File: src/logic/sensor_link_settings.svh
// sensor link settings
// protocol magic, version bytes, buffer size and the request and reply
// lengths shared by the card-side adapter blocks

`ifndef SENSOR_LINK_SETTINGS_SVH
`define SENSOR_LINK_SETTINGS_SVH

// ============================================================
// protocol identity
// ============================================================

// sent and expected little endian, LSB first on the wire
`define SL_MAGIC                32'hd3a5_6c19

// version bytes reported by IDENTIFY
`define SL_PROTOCOL_VERSION     8'h01
`define SL_ADAPTER_VERSION      8'h03
// upper nibble digital core, lower nibble analog front end
`define SL_CORE_VERSION         8'h12
// upper nibble sensor, lower nibble ADC
`define SL_SENSOR_VERSION       8'h21

// ============================================================
// sizes
// ============================================================

// header plus the largest argument block, CRC not stored
`define SL_RX_BUFF_LEN          7

// request lengths as counted on the wire, CRC included
`define SL_REQ_LEN_SHORT        4'd7
`define SL_REQ_LEN_SET_SIGNAL   4'd9

// reply lengths, 5 byte header plus payload
`define SL_REPLY_LEN_IDENTIFY   4'd9
`define SL_REPLY_LEN_RESULT     4'd8
`define SL_REPLY_LEN_STATUS     4'd6

`endif

File: src/logic/sensor_link_pkg.sv
// sensor link types
// command codes, sensor control word, status flags and the two ways
// the 4-byte reply payload word is built

`default_nettype none

package sensor_link_pkg;

    // command byte of a request, echoed in the reply
    // code 2 is not implemented and decodes as unknown
    typedef enum logic [7:0] {
        CMD_IDENTIFY   = 8'd0,
        CMD_SET_SIGNAL = 8'd1,
        CMD_GET_RESULT = 8'd3,
        CMD_ABORT      = 8'd4
    } command_e;

    // sensor and ADC control lines, listed MSB first
    typedef struct packed {
        logic       spare;
        logic       adc_read;
        logic       adc_enable;
        logic       sens_read;
        logic       sens_enable;
        logic [2:0] sens_config;
    } sensor_signals_t;

    // flags byte of status and result replies
    typedef struct packed {
        logic [5:0] padding;
        logic       conv_complete;
        logic       error;
    } status_flags_t;

    // IDENTIFY payload, byte 0 of the payload sits in the low bits
    typedef struct packed {
        logic [7:0] sensor_version;
        logic [7:0] core_version;
        logic [7:0] adapter_version;
        logic [7:0] protocol_version;
    } identify_args_t;

    // status / GET_RESULT payload, same byte ordering as above
    typedef struct packed {
        logic [7:0]    padding;
        logic [7:0]    adc_high;
        logic [7:0]    adc_low;
        status_flags_t flags;
    } result_args_t;

    // one payload word, two encodings
    typedef union packed {
        identify_args_t identify;
        result_args_t   result;
    } reply_payload_u;

endpackage

`default_nettype wire

File: src/logic/request_if.sv
// request bus
// a finished request as decoded by the receive side

`default_nettype none

interface request_if;
    import sensor_link_pkg::*;

    logic            done;
    logic            ok;
    logic [31:0]     magic;
    logic [7:0]      cmd;
    logic [3:0]      length;
    sensor_signals_t mask;
    sensor_signals_t value;

    modport source (output done, ok, magic, cmd, length, mask, value);
    modport sink   (input  done, ok, magic, cmd, length, mask, value);

endinterface

`default_nettype wire

File: src/logic/reply_if.sv
// reply bus
// a reply order from the command handler to the transmit side

`default_nettype none

interface reply_if;
    import sensor_link_pkg::*;

    // one cycle strobe, the other fields are valid with it
    logic          send;
    logic [7:0]    cmd;
    status_flags_t flags;
    logic [15:0]   adc_value;

    modport source (output send, cmd, flags, adc_value);
    modport sink   (input  send, cmd, flags, adc_value);

endinterface

`default_nettype wire

File: src/logic/request_buffer.sv
// request buffer
// collects the received bytes of one request, counts its length and
// flags receive errors, then hands the decoded fields on at end of frame

`default_nettype none
`include "sensor_link_settings.svh"

module request_buffer (
    input  logic       clk,
    input  logic       rst_n,
    input  logic       rx_soc,
    input  logic       rx_eoc,
    input  logic       rx_error,
    input  logic       rx_data_valid,
    input  logic [7:0] rx_data,
    request_if.source  req
);

    // holds the header and arguments while the CRC bytes are only counted
    logic [7:0] rx_buffer [`SL_RX_BUFF_LEN];
    logic [3:0] rx_count;
    logic       err_seen;

    // each valid byte lands at the current count while there is room
    always_ff @(posedge clk) begin
        if (rx_data_valid && (rx_count < 4'(`SL_RX_BUFF_LEN))) begin
            rx_buffer[rx_count[2:0]] <= rx_data;
        end
    end

    always_ff @(posedge clk or negedge rst_n) begin
        if (!rst_n) begin
            rx_count <= '0;
            err_seen <= 1'b0;
        end else if (rx_soc) begin
            // new frame
            rx_count <= '0;
            err_seen <= 1'b0;
        end else begin
            if (rx_error) begin
                err_seen <= 1'b1;
            end
            // counting goes on past the buffer so the CRC is included and stops at 15
            if (rx_data_valid && (rx_count != 4'hf)) begin
                rx_count <= rx_count + 4'd1;
            end
        end
    end

    // ============================================================
    // decoded request fields in little endian order
    // ============================================================
    assign req.done   = rx_eoc;
    // an error flagged on the eoc cycle itself is not in err_seen yet
    assign req.ok     = !err_seen && !rx_error;
    assign req.magic  = {rx_buffer[3], rx_buffer[2], rx_buffer[1], rx_buffer[0]};
    assign req.cmd    = rx_buffer[4];
    assign req.length = rx_count;
    // SET_SIGNAL arguments
    assign req.mask   = rx_buffer[5];
    assign req.value  = rx_buffer[6];

endmodule

`default_nettype wire

File: src/logic/command_handler.sv
// command handler
// checks each finished request, drives the sensor control strobes and
// orders the reply with its status flags one cycle later

`default_nettype none
`include "sensor_link_settings.svh"

module command_handler (
    input  logic        clk,
    input  logic        rst_n,
    request_if.sink     req,
    reply_if.source     rep,
    output logic        set_strobe,
    output logic        clear_all,
    output logic        result_read,
    output logic [7:0]  mask,
    output logic [7:0]  value,
    input  logic        conv_complete,
    input  logic [15:0] captured_value
);
    import sensor_link_pkg::*;

    // clean frame with our magic, anything else is dropped silently
    logic          accept;
    logic          len_short;
    logic          len_set_signal;
    logic          is_identify;
    logic          is_set_signal;
    logic          is_get_result;
    logic          is_abort;
    logic          is_known;
    logic          send_q;
    logic [7:0]    cmd_q;
    status_flags_t flags_q;
    logic [15:0]   adc_q;

    assign accept = req.done && req.ok && (req.magic == `SL_MAGIC);

    // ============================================================
    // command decode, code and length must both match
    // ============================================================
    assign len_short      = (req.length == `SL_REQ_LEN_SHORT);
    assign len_set_signal = (req.length == `SL_REQ_LEN_SET_SIGNAL);

    assign is_identify   = (req.cmd == CMD_IDENTIFY) && len_short;
    assign is_set_signal = (req.cmd == CMD_SET_SIGNAL) && len_set_signal;
    assign is_get_result = (req.cmd == CMD_GET_RESULT) && len_short;
    assign is_abort      = (req.cmd == CMD_ABORT) && len_short;
    assign is_known      = is_identify || is_set_signal || is_get_result || is_abort;

    // strobes go out in the done cycle so the sensor reacts at the next edge
    assign set_strobe  = accept && is_set_signal;
    assign clear_all   = accept && is_abort;
    // only consume a result that is actually there
    assign result_read = accept && is_get_result && conv_complete;
    assign mask        = req.mask;
    assign value       = req.value;

    always_ff @(posedge clk or negedge rst_n) begin
        if (!rst_n) begin
            send_q <= 1'b0;
        end else begin
            send_q <= accept;
        end
    end

    // reply contents, sampled before this command's effect lands
    always_ff @(posedge clk) begin
        if (accept) begin
            cmd_q                 <= req.cmd;
            flags_q.padding       <= '0;
            flags_q.error         <= !is_known;
            // abort reports a cleared result
            flags_q.conv_complete <= is_abort ? 1'b0 : conv_complete;
            if (is_get_result) begin
                adc_q <= captured_value;
            end
        end
    end

    assign rep.send      = send_q;
    assign rep.cmd       = cmd_q;
    assign rep.flags     = flags_q;
    assign rep.adc_value = adc_q;

endmodule

`default_nettype wire

File: src/logic/sensor_control.sv
// sensor control
// holds the sensor and ADC control lines and captures the ADC result
// when a conversion completes while the ADC is enabled

`default_nettype none

module sensor_control (
    input  logic        clk,
    input  logic        rst_n,
    input  logic        set_strobe,
    input  logic        clear_all,
    input  logic        result_read,
    input  logic        adc_conversion_complete,
    input  logic [7:0]  mask,
    input  logic [7:0]  value,
    input  logic [15:0] adc_value,
    output logic [7:0]  signals,
    output logic        conv_complete,
    output logic [15:0] captured_value
);
    import sensor_link_pkg::*;

    sensor_signals_t lines;
    sensor_signals_t lines_next;

    // masked update, unmasked lines hold their state
    always_comb begin
        lines_next       = (lines & ~mask) | (value & mask);
        lines_next.spare = 1'b0;
    end

    always_ff @(posedge clk or negedge rst_n) begin
        if (!rst_n) begin
            lines          <= '0;
            conv_complete  <= 1'b0;
            captured_value <= '0;
        end else if (clear_all) begin
            // abort, everything off and result dropped
            lines          <= '0;
            conv_complete  <= 1'b0;
            captured_value <= '0;
        end else begin
            if (set_strobe) begin
                lines <= lines_next;
            end
            // a fresh conversion wins over a read in the same cycle
            if (adc_conversion_complete && lines.adc_enable) begin
                conv_complete  <= 1'b1;
                captured_value <= adc_value;
            end else if (result_read) begin
                conv_complete <= 1'b0;
            end
        end
    end

    assign signals = lines;

endmodule

`default_nettype wire

File: src/logic/reply_sender.sv
// reply sender
// latches a reply order, builds the header and payload bytes and hands
// them to the protocol core one byte per tx_req

`default_nettype none
`include "sensor_link_settings.svh"

module reply_sender (
    input  logic       clk,
    input  logic       rst_n,
    input  logic       tx_req,
    reply_if.sink      rep,
    output logic [7:0] tx_data,
    output logic       tx_data_valid
);
    import sensor_link_pkg::*;

    logic [7:0]     cmd_q;
    status_flags_t  flags_q;
    logic [15:0]    adc_q;
    reply_payload_u payload;
    // payload, command, magic from high to low bytes
    logic [71:0]    reply_bytes;
    logic [3:0]     reply_len;
    logic [3:0]     tx_idx;
    logic           valid_q;

    always_ff @(posedge clk or negedge rst_n) begin
        if (!rst_n) begin
            cmd_q   <= CMD_IDENTIFY;
            flags_q <= '0;
        end else if (rep.send) begin
            cmd_q   <= rep.cmd;
            flags_q <= rep.flags;
        end
    end

    always_ff @(posedge clk) begin
        if (rep.send) begin
            adc_q <= rep.adc_value;
        end
    end

    // ============================================================
    // reply encoding
    // ============================================================
    always_comb begin
        payload = '0;
        if ((cmd_q == CMD_IDENTIFY) && !flags_q.error) begin
            payload.identify.protocol_version = `SL_PROTOCOL_VERSION;
            payload.identify.adapter_version  = `SL_ADAPTER_VERSION;
            payload.identify.core_version     = `SL_CORE_VERSION;
            payload.identify.sensor_version   = `SL_SENSOR_VERSION;
        end else begin
            // status replies only send the flags byte of this view
            payload.result.flags    = flags_q;
            payload.result.adc_low  = adc_q[7:0];
            payload.result.adc_high = adc_q[15:8];
            payload.result.padding  = '0;
        end
    end

    // an error always gets the short status reply
    always_comb begin
        if (flags_q.error) begin
            reply_len = `SL_REPLY_LEN_STATUS;
        end else begin
            case (cmd_q)
                CMD_IDENTIFY:   reply_len = `SL_REPLY_LEN_IDENTIFY;
                CMD_GET_RESULT: reply_len = `SL_REPLY_LEN_RESULT;
                default:        reply_len = `SL_REPLY_LEN_STATUS;
            endcase
        end
    end

    assign reply_bytes = {payload, cmd_q, `SL_MAGIC};

    // the index never passes the last byte of the longest reply
    assign tx_data = reply_bytes[tx_idx * 8 +: 8];

    // ============================================================
    // byte handshake
    // ============================================================
    always_ff @(posedge clk or negedge rst_n) begin
        if (!rst_n) begin
            valid_q <= 1'b0;
            tx_idx  <= '0;
        end else if (rep.send) begin
            // a new order restarts from the first byte
            valid_q <= 1'b1;
            tx_idx  <= '0;
        end else if (valid_q && tx_req) begin
            if ((tx_idx + 4'd1) == reply_len) begin
                valid_q <= 1'b0;
            end else begin
                tx_idx <= tx_idx + 4'd1;
            end
        end
    end

    assign tx_data_valid = valid_q;

endmodule

`default_nettype wire

File: src/logic/sensor_link_top.sv
// sensor link top level
// command adapter between the contactless protocol core and the
// radiation sensor with its ADC

`default_nettype none

module sensor_link_top (
    input  logic        clk,
    input  logic        rst_n,
    // receive side of the protocol core
    input  logic        rx_soc,
    input  logic        rx_eoc,
    input  logic        rx_error,
    input  logic        rx_data_valid,
    input  logic [7:0]  rx_data,
    // transmit side of the protocol core
    input  logic        tx_req,
    output logic [7:0]  tx_data,
    output logic        tx_data_valid,
    // sensor and ADC
    output logic [2:0]  sens_config,
    output logic        sens_enable,
    output logic        sens_read,
    output logic        adc_enable,
    output logic        adc_read,
    input  logic        adc_conversion_complete,
    input  logic [15:0] adc_value
);
    import sensor_link_pkg::*;

    logic            set_strobe;
    logic            clear_all;
    logic            result_read;
    logic [7:0]      mask;
    logic [7:0]      value;
    logic            conv_complete;
    logic [15:0]     captured_value;
    sensor_signals_t signals;

    request_if req_bus ();
    reply_if   rep_bus ();

    request_buffer u_request_buffer (
        .clk           (clk),
        .rst_n         (rst_n),
        .rx_soc        (rx_soc),
        .rx_eoc        (rx_eoc),
        .rx_error      (rx_error),
        .rx_data_valid (rx_data_valid),
        .rx_data       (rx_data),
        .req           (req_bus.source)
    );

    command_handler u_command_handler (
        .clk            (clk),
        .rst_n          (rst_n),
        .req            (req_bus.sink),
        .rep            (rep_bus.source),
        .set_strobe     (set_strobe),
        .clear_all      (clear_all),
        .result_read    (result_read),
        .mask           (mask),
        .value          (value),
        .conv_complete  (conv_complete),
        .captured_value (captured_value)
    );

    sensor_control u_sensor_control (
        .clk                     (clk),
        .rst_n                   (rst_n),
        .set_strobe              (set_strobe),
        .clear_all               (clear_all),
        .result_read             (result_read),
        .adc_conversion_complete (adc_conversion_complete),
        .mask                    (mask),
        .value                   (value),
        .adc_value               (adc_value),
        .signals                 (signals),
        .conv_complete           (conv_complete),
        .captured_value          (captured_value)
    );

    reply_sender u_reply_sender (
        .clk           (clk),
        .rst_n         (rst_n),
        .tx_req        (tx_req),
        .rep           (rep_bus.sink),
        .tx_data       (tx_data),
        .tx_data_valid (tx_data_valid)
    );

    // control word out to the pins
    assign sens_config = signals.sens_config;
    assign sens_enable = signals.sens_enable;
    assign sens_read   = signals.sens_read;
    assign adc_enable  = signals.adc_enable;
    assign adc_read    = signals.adc_read;

endmodule

`default_nettype wire

File: config.mk
export PLATFORM = sky130hd
export DESIGN_NAME = sensor_link_top
export DESIGN_NICKNAME = d
export VERILOG_FILES = /design/src/logic/sensor_link_pkg.sv /design/src/logic/request_if.sv /design/src/logic/reply_if.sv /design/src/logic/request_buffer.sv /design/src/logic/command_handler.sv /design/src/logic/sensor_control.sv /design/src/logic/reply_sender.sv /design/src/logic/sensor_link_top.sv
export VERILOG_INCLUDE_DIRS = /design/src /design/src/logic
export SDC_FILE = /design/constraint.sdc
export NUM_CORES = 1
export LEC_CHECK = 0
export ABC_AREA = 1
export BUFFER_PORTS_ARGS = -buffer_cell sky130_fd_sc_hd__buf_4
export CAP_MARGIN = 20
export CORE_ASPECT_RATIO = 0.5
export CORE_UTILIZATION = 35
export DETAILED_ROUTE_END_ITERATION = 12
export PLACE_DENSITY_LB_ADDON = 0.2
export SETUP_SLACK_MARGIN = 0.2
export SLEW_MARGIN = 20
export SYNTH_ARGS = -nofsm -noshare
export SYNTH_HDL_FRONTEND = slang
export SYNTH_SLANG_ARGS = --single-unit
File: constraint.sdc
create_clock -name clk -period 3 [get_ports clk]
set_clock_uncertainty 0.05 [all_clocks]
set_input_delay 0.45 -clock clk [delete_from_list [all_inputs] [get_ports clk]]
set_output_delay 0.45 -clock clk [all_outputs]
set_load 0.02 [all_outputs]
# --- Word-level counts from Yosys, hierarchy flattened ---
# Memory sizes are Yosys's and may differ from the RTL's.
# Cells that the tools add are included.
# W data, S select, Z words.
totals:
  latch_bits: 0
  mem_bits_rw: 56
  wordCells: 96
  mem_bits_ro: 0
  output_inout_bits: 16
  mem_count: 1
  ff_bits: 87
  inputBits: 32
classes:
  n_reduce_logical: 35
  shifts: 1
  n_lt_le_gt_ge: 1
  addsub: 2
  n_mux: 22
  multipliers: 0
  eq_ne: 10
  div_mod_pow: 0
  bitwise_logic: 4
memory_table:
  columns: ["memory", "words", "width", "rd", "rd_ports_with_merged_regs", "wr", "line", "text"]
  rows:
  - ["u_request_buffer.rx_buffer", 7, 8, 7, 0, 1, "request_buffer.sv:20", "logic [7:0] rx_buffer [`SL_RX_BUFF_LEN];"]
ops:
  columns: ["op", "n"]
  rows:
  - ["$shiftx A72 B8 Y8", 1]
  - ["$eq A32 B32 Y1 const B", 1]
  - ["$mux W16", 2]
  - ["$mux W30", 1]
  - ["$mux W4", 6]
  - ["$eq A8 B2 Y1 const B", 2]
  - ["$logic_and A1 B1 Y1", 16]
  - ["$logic_not A8 Y1", 2]
  - ["$mux W8", 2]
  - ["$and A7 B7 Y7", 2]
  - ["$reduce_bool A2 Y1", 6]
  - ["$mux W1", 10]
  - ["$add A4 B1 Y4 const B", 2]
  - ["$eq A8 B1 Y1 const B", 1]
  - ["$eq A8 B3 Y1 const B", 1]
  - ["$pmux W4 S2", 1]
  - ["$not A7 Y7", 1]
  - ["$or A7 B7 Y7", 1]
  - ["$reduce_and A2 Y1", 3]
  - ["$eq A4 B3 Y1 const B", 1]
  - ["$eq A4 B4 Y1", 1]
  - ["$eq A4 B4 Y1 const B", 1]
  - ["$logic_not A1 Y1", 4]
  - ["$lt A4 B3 Y1 const B", 1]
  - ["other kinds (4)", 6]

# --- Logic depth before layout (Yosys ltp) ---
depth:
  word_depth: 9
  ltp_mapped: 12
  depth_no_buf: 12

# --- By module ---
# Synthesis repeated with hierarchy kept, for this count alone.
hier_totals:
  cells_unflattened: 578
  hier_area_um2: 6281.0
modules_own_cells:
  columns: ["mod", "area_each_um2", "cells_per_inst", "instances", "seq_area_each_um2"]
  rows:
  - ["request_buffer", 2004.4, 100, 1, 1806.7]
  - ["reply_sender", 1910.6, 224, 1, 1006.0]
  - ["command_handler", 1287.5, 119, 1, 805.8]
  - ["sensor_control", 1078.5, 135, 1, 600.6]

# --- Worst setup path after synthesis ---
# Ideal clock, no wire load.
synth_timing:
  path_kind: "register to register"
  from: "reg u_request_buffer.rx_count[0] (netlist: u_request_buffer.req.length[0])"
  to: "reg u_command_handler.adc_q[0] (netlist: u_command_handler.rep.adc_value[0]) (enable)"
  required_ns: 2.562
  arrival_time_ns: 1.761
  setup_time_ns: 0.388
  path_buffers: 0
  stages_incl_launch_ff: 8
  slack_ns: 0.801
  synth_period_minus_slack_ns: 2.199
  cell_sequence: "dfrtp_1 -> ha_1 -> nand2_2 -> nor2_2 -> nand4_2 -> nor2_1 -> inv_1 -> nor2_1"
synth_via:
  elab_chain_cells: 3
synth_rtl:
  columns: ["item", "line", "text"]
  rows:
  - ["start, declared", "request_buffer.sv:21", "logic [3:0] rx_count;"]
  - ["start signal, assigned", "request_buffer.sv:45", "rx_count <= rx_count + 4'd1;"]
  - ["$eq A4 B3 Y1 (no line)", null, null]
  - ["$logic_and A1 B1 Y1", "command_handler.sv:47", "assign is_get_result = (req.cmd == CMD_GET_RESULT) && len_short;"]
  - ["$reduce_and A2 Y1 (no line)", null, null]
  - ["end signal, assigned", "command_handler.sv:76", "adc_q <= captured_value;"]
  - ["end, declared", "command_handler.sv:35", "logic [15:0] adc_q;"]
# Every way passes these cells.
# A chain may end at the register's enable or synchronous reset.

# --- Final worst setup path ---
layout_timing:
  from: "reg u_reply_sender.tx_idx[1]"
  to: "out tx_data[2]"
layout_via:
  elab_chain_cells: 1
layout_rtl:
  columns: ["item", "line", "text"]
  rows:
  - ["start, declared", "reply_sender.sv:25", "logic [3:0] tx_idx;"]
  - ["start signal, assigned", "reply_sender.sv:96", "tx_idx <= tx_idx + 4'd1;"]
  - ["$shiftx A72 B8 Y8", "reply_sender.sv:79", "assign tx_data = reply_bytes[tx_idx * 8 +: 8];"]
  - ["end, declared", "sensor_link_top.sv:18", "output logic [7:0] tx_data,"]
# Every way passes these cells.

==> impl_results.md <==
- Status: complete, no violations
- WL final: about 12000 um
- # nets final: 623
- Fillers: 1580
- Most common cell after layout, fill and taps aside: nand2_1
- Die area: 0.0176 mm2
- TNS Setup: 0 ns
- Placed Area: 0.00656 mm2
- Num CTS Buffers: 17
- CP max-delay cell: dfrtp_1
- Clock-pin slew on the worst setup and hold paths: 0.07 ns
- Htree depth: 4
- Syn_nets: approximately 570
- Cells traversed along the worst timing path: inv_2 -> ha_1 -> nor2_1 -> inv_1 -> a21oi_1 -> buf_4
- Count of flip-flops with a built-in enable after synthesis: 96
- DR pass1 iterations: 4
- Pre-CTS WS: 0.719 ns
- Library cells used by synthesis: 39
- CP max FO: 11
- Async set or reset register ratio after synthesis: 0.319
- Vias: 3844
- Primary FF master, synth: edfxtp_1
- Layout cell share with drive strength beyond 1: 0.203
- Tcrit/Tclk final: 0.836
- Core region area: 0.0165 mm2
- Fmax: 399 MHz
- Row Count: 33
- Post-route ant nets: 0
- Synthesized area: about 0.006 mm2
- IO Pins: 48
- Congestion Overflow GR: 0
- Critical Path Start Type: register
- Max transition margin: 0.562
- First-pass GRT wire length: 19500 um
- DR vias/cell: roughly 4.6
- Iter 0 DRT Violations: 308
- Clock tree buffer depth: 2
- DRC: 0
- Ant diodes: 0
- Hold Path Class: in -> async
- Critical path data arrival time: 2.01 ns
- Synthesis-to-finish area growth: 20.0%
- IO Port Bufs: 47
- Kind of critical path: reg -> out
- CTS hold repair buffers: 0
- Syn_area_per_cell: 11.3 um2
- CP endpoint kind: primary output
- Final setup viols: 0
- Initial core utilization: 0.362
- Worst skew pair latency: 0.41 ns
- Max-slew violations: 0
- Yosys top cell area share: 0.483
- WL/cell: 14.7 um
- Vias in the first global route: roughly 3.6k
- Routability cong.: 0.837
- Post-DP HPWL: 8310 um
- Post-synth top area cell: edfxtp_1
- Final WS setup: 0.492 ns
- P per Cell Area: 727 mW/mm2
- Post-Layout Cell Count: 827
- Worst path max stage delay: 0.56 ns
- Tightest Pin Transition: 0.655 ns
- Min Tclk post-route: 2.51 ns
- Placed cells: 795
- LEAKAGE: 3.13 nW
- Num Clock Sinks: 141
- DIE HEIGHT: 94.4 um
- Ys Warns: 0
- Post-synthesis sequential area ratio: 0.671
- RSZ-0062 raised after global routing: no
- TritonCTS clock tree: built
- Synth Instances: 529
- Worst VDD drop: 417 uV
- GRT Resource Usage Total: 0.146
- Root buffer cell: clkbuf_16
- DIE WIDTH: 187 um
- Most frequent cells in the layout: nand2_1 (107), edfxtp_1 (96), nand3_1 (59)
- Initial antenna violation count: 0
- Synth Register Bits: 141
- Max cap viols: 0
- Critical Path RT: approximately 2.5 ns
- Fin area: 0.00716 mm2
- Final hold viol count: 0
- Largest net degree at the start of global routing: 46
- Cell types occupying the most area after synthesis: edfxtp_1 (48%), dfrtp_1 (19%), nand2_1 (6.7%), nand3_1 (4.9%), nor2_1 (3.2%)
- WHS: between 0.002 and 0.0025 ns
[state kept, by name, indices dropped and copies added, names as in the netlist]
name and count:
u_sensor_control.signals 7, u_command_handler.rep.flags 2, u_request_buffer.rx_buffer 54, u_reply_sender.cmd_q 8
u_reply_sender.tx_idx 4, u_sensor_control.conv_complete 1, u_command_handler.rep.cmd 8, u_request_buffer.req.length 4
u_sensor_control.captured_value 16, u_command_handler.rep.send 1, u_request_buffer.err_seen 1, u_reply_sender.adc_q 16
u_reply_sender.tx_data_valid 1, u_command_handler.rep.adc_value 16, u_reply_sender.flags_q 2
[routing by layer]
metal	vias up	GRT usage	part of all wire
li1	1954	-	-
met1	1799	0.203	0.50
met2	85	0.227	0.45
met3	6	0.0386	0.043
met4	0	0.0430	0.0070
met5	-	0	0
[worst paths after layout]
check / to / from / cells past startpoint / slack (ns)
worst min register to register: u_reply_sender.adc_q[9] / u_command_handler.rep.adc_value[9] / 0 / 0.37
max in group asynchronous: u_reply_sender.tx_idx[0] / rst_n / 1 / 2.44
min in group clk: u_request_buffer.err_seen / rx_soc / 2 / 0.18
worst max-delay path: tx_data[2] / u_reply_sender.tx_idx[1] / 6 / 0.49
worst max register to register: u_sensor_control.captured_value[7] / u_request_buffer.req.length[0] / 8 / 0.86
worst min-delay path: u_request_buffer.req.length[1] / rst_n / 1 / 0.002
[Yosys cell counts (all sizes together) (7+ instances only)]
| library cell | n |
|---|---|
| a21oi | 14 |
| buf | 11 |
| dfrtp | 45 |
| edfxtp | 96 |
| inv | 50 |
| mux2 | 7 |
| nand2 | 112 |
| nand3 | 62 |
| nand4 | 23 |
| nor2 | 58 |
| nor3 | 7 |
| o21ai | 15 |
[critical path, delay by kind of cell (launching register included)]
kind            cells  cell delay, ns
fa+ha+maj           1            0.32
flops               1            0.56
compound gates      1            0.20
simple gates        1            0.09
buf+inv             3            0.42
[timing repair]
action | in CTS | in global routing
setup buffers | 0 | 0
gates resized for setup | 0 | 1
setup endpoints to repair | 0 | 3
hold endpoints to repair | 0 | 0
[layout make-up]
class / count / area (um2) / share of cell area
Clock buffer: 17 / 425 / 0.0594
Timing Repair Buffer: 53 / 398 / 0.0555
Inverter: 52 / 195 / 0.0272
Tap cell: 227 / 284 / 0.0396
Multi-Input combinational cell: 322 / 1680 / 0.234
Clock inverter: 15 / 174 / 0.0243
Sequential cell: 141 / 4010 / 0.560
[through the flow]
step / utilization / total power [mW]
6_report: 0.434 / 5.21
5_1_grt: 0.434 / 5.43
4_1_cts: 0.434 / 5.25
3_5_place_dp: 0.397 / 3.14
3_3_place_gp: 0.397 / 3.14
2_1_floorplan: - / 2.81
[logic make-up (layout without fill, tap and decap cells)]
kind of cell,after synthesis,after routing,synth area share
AND/OR/NAND/NOR,273,273,0.223
flip-flops,141,141,0.671
buffers and inverters,66,137,0.0478
AO/OA/AOI/OAI,37,37,0.0344
multiplexers,8,8,0.0149
adder cells (fa/ha/maj),4,4,0.00838
[power by group]
| group | leakage, nW | switching (mW) | internal [mW] |
|---|---|---|---|
| sequential | 1.57 | 0.113 | 2.13 |
| clock | 0.293 | 0.915 | 1.19 |
| combinational | 1.27 | 0.524 | 0.329 |
| total | 3.13 | 1.55 | 3.66 |
Power figures use the tool's default switching activity.
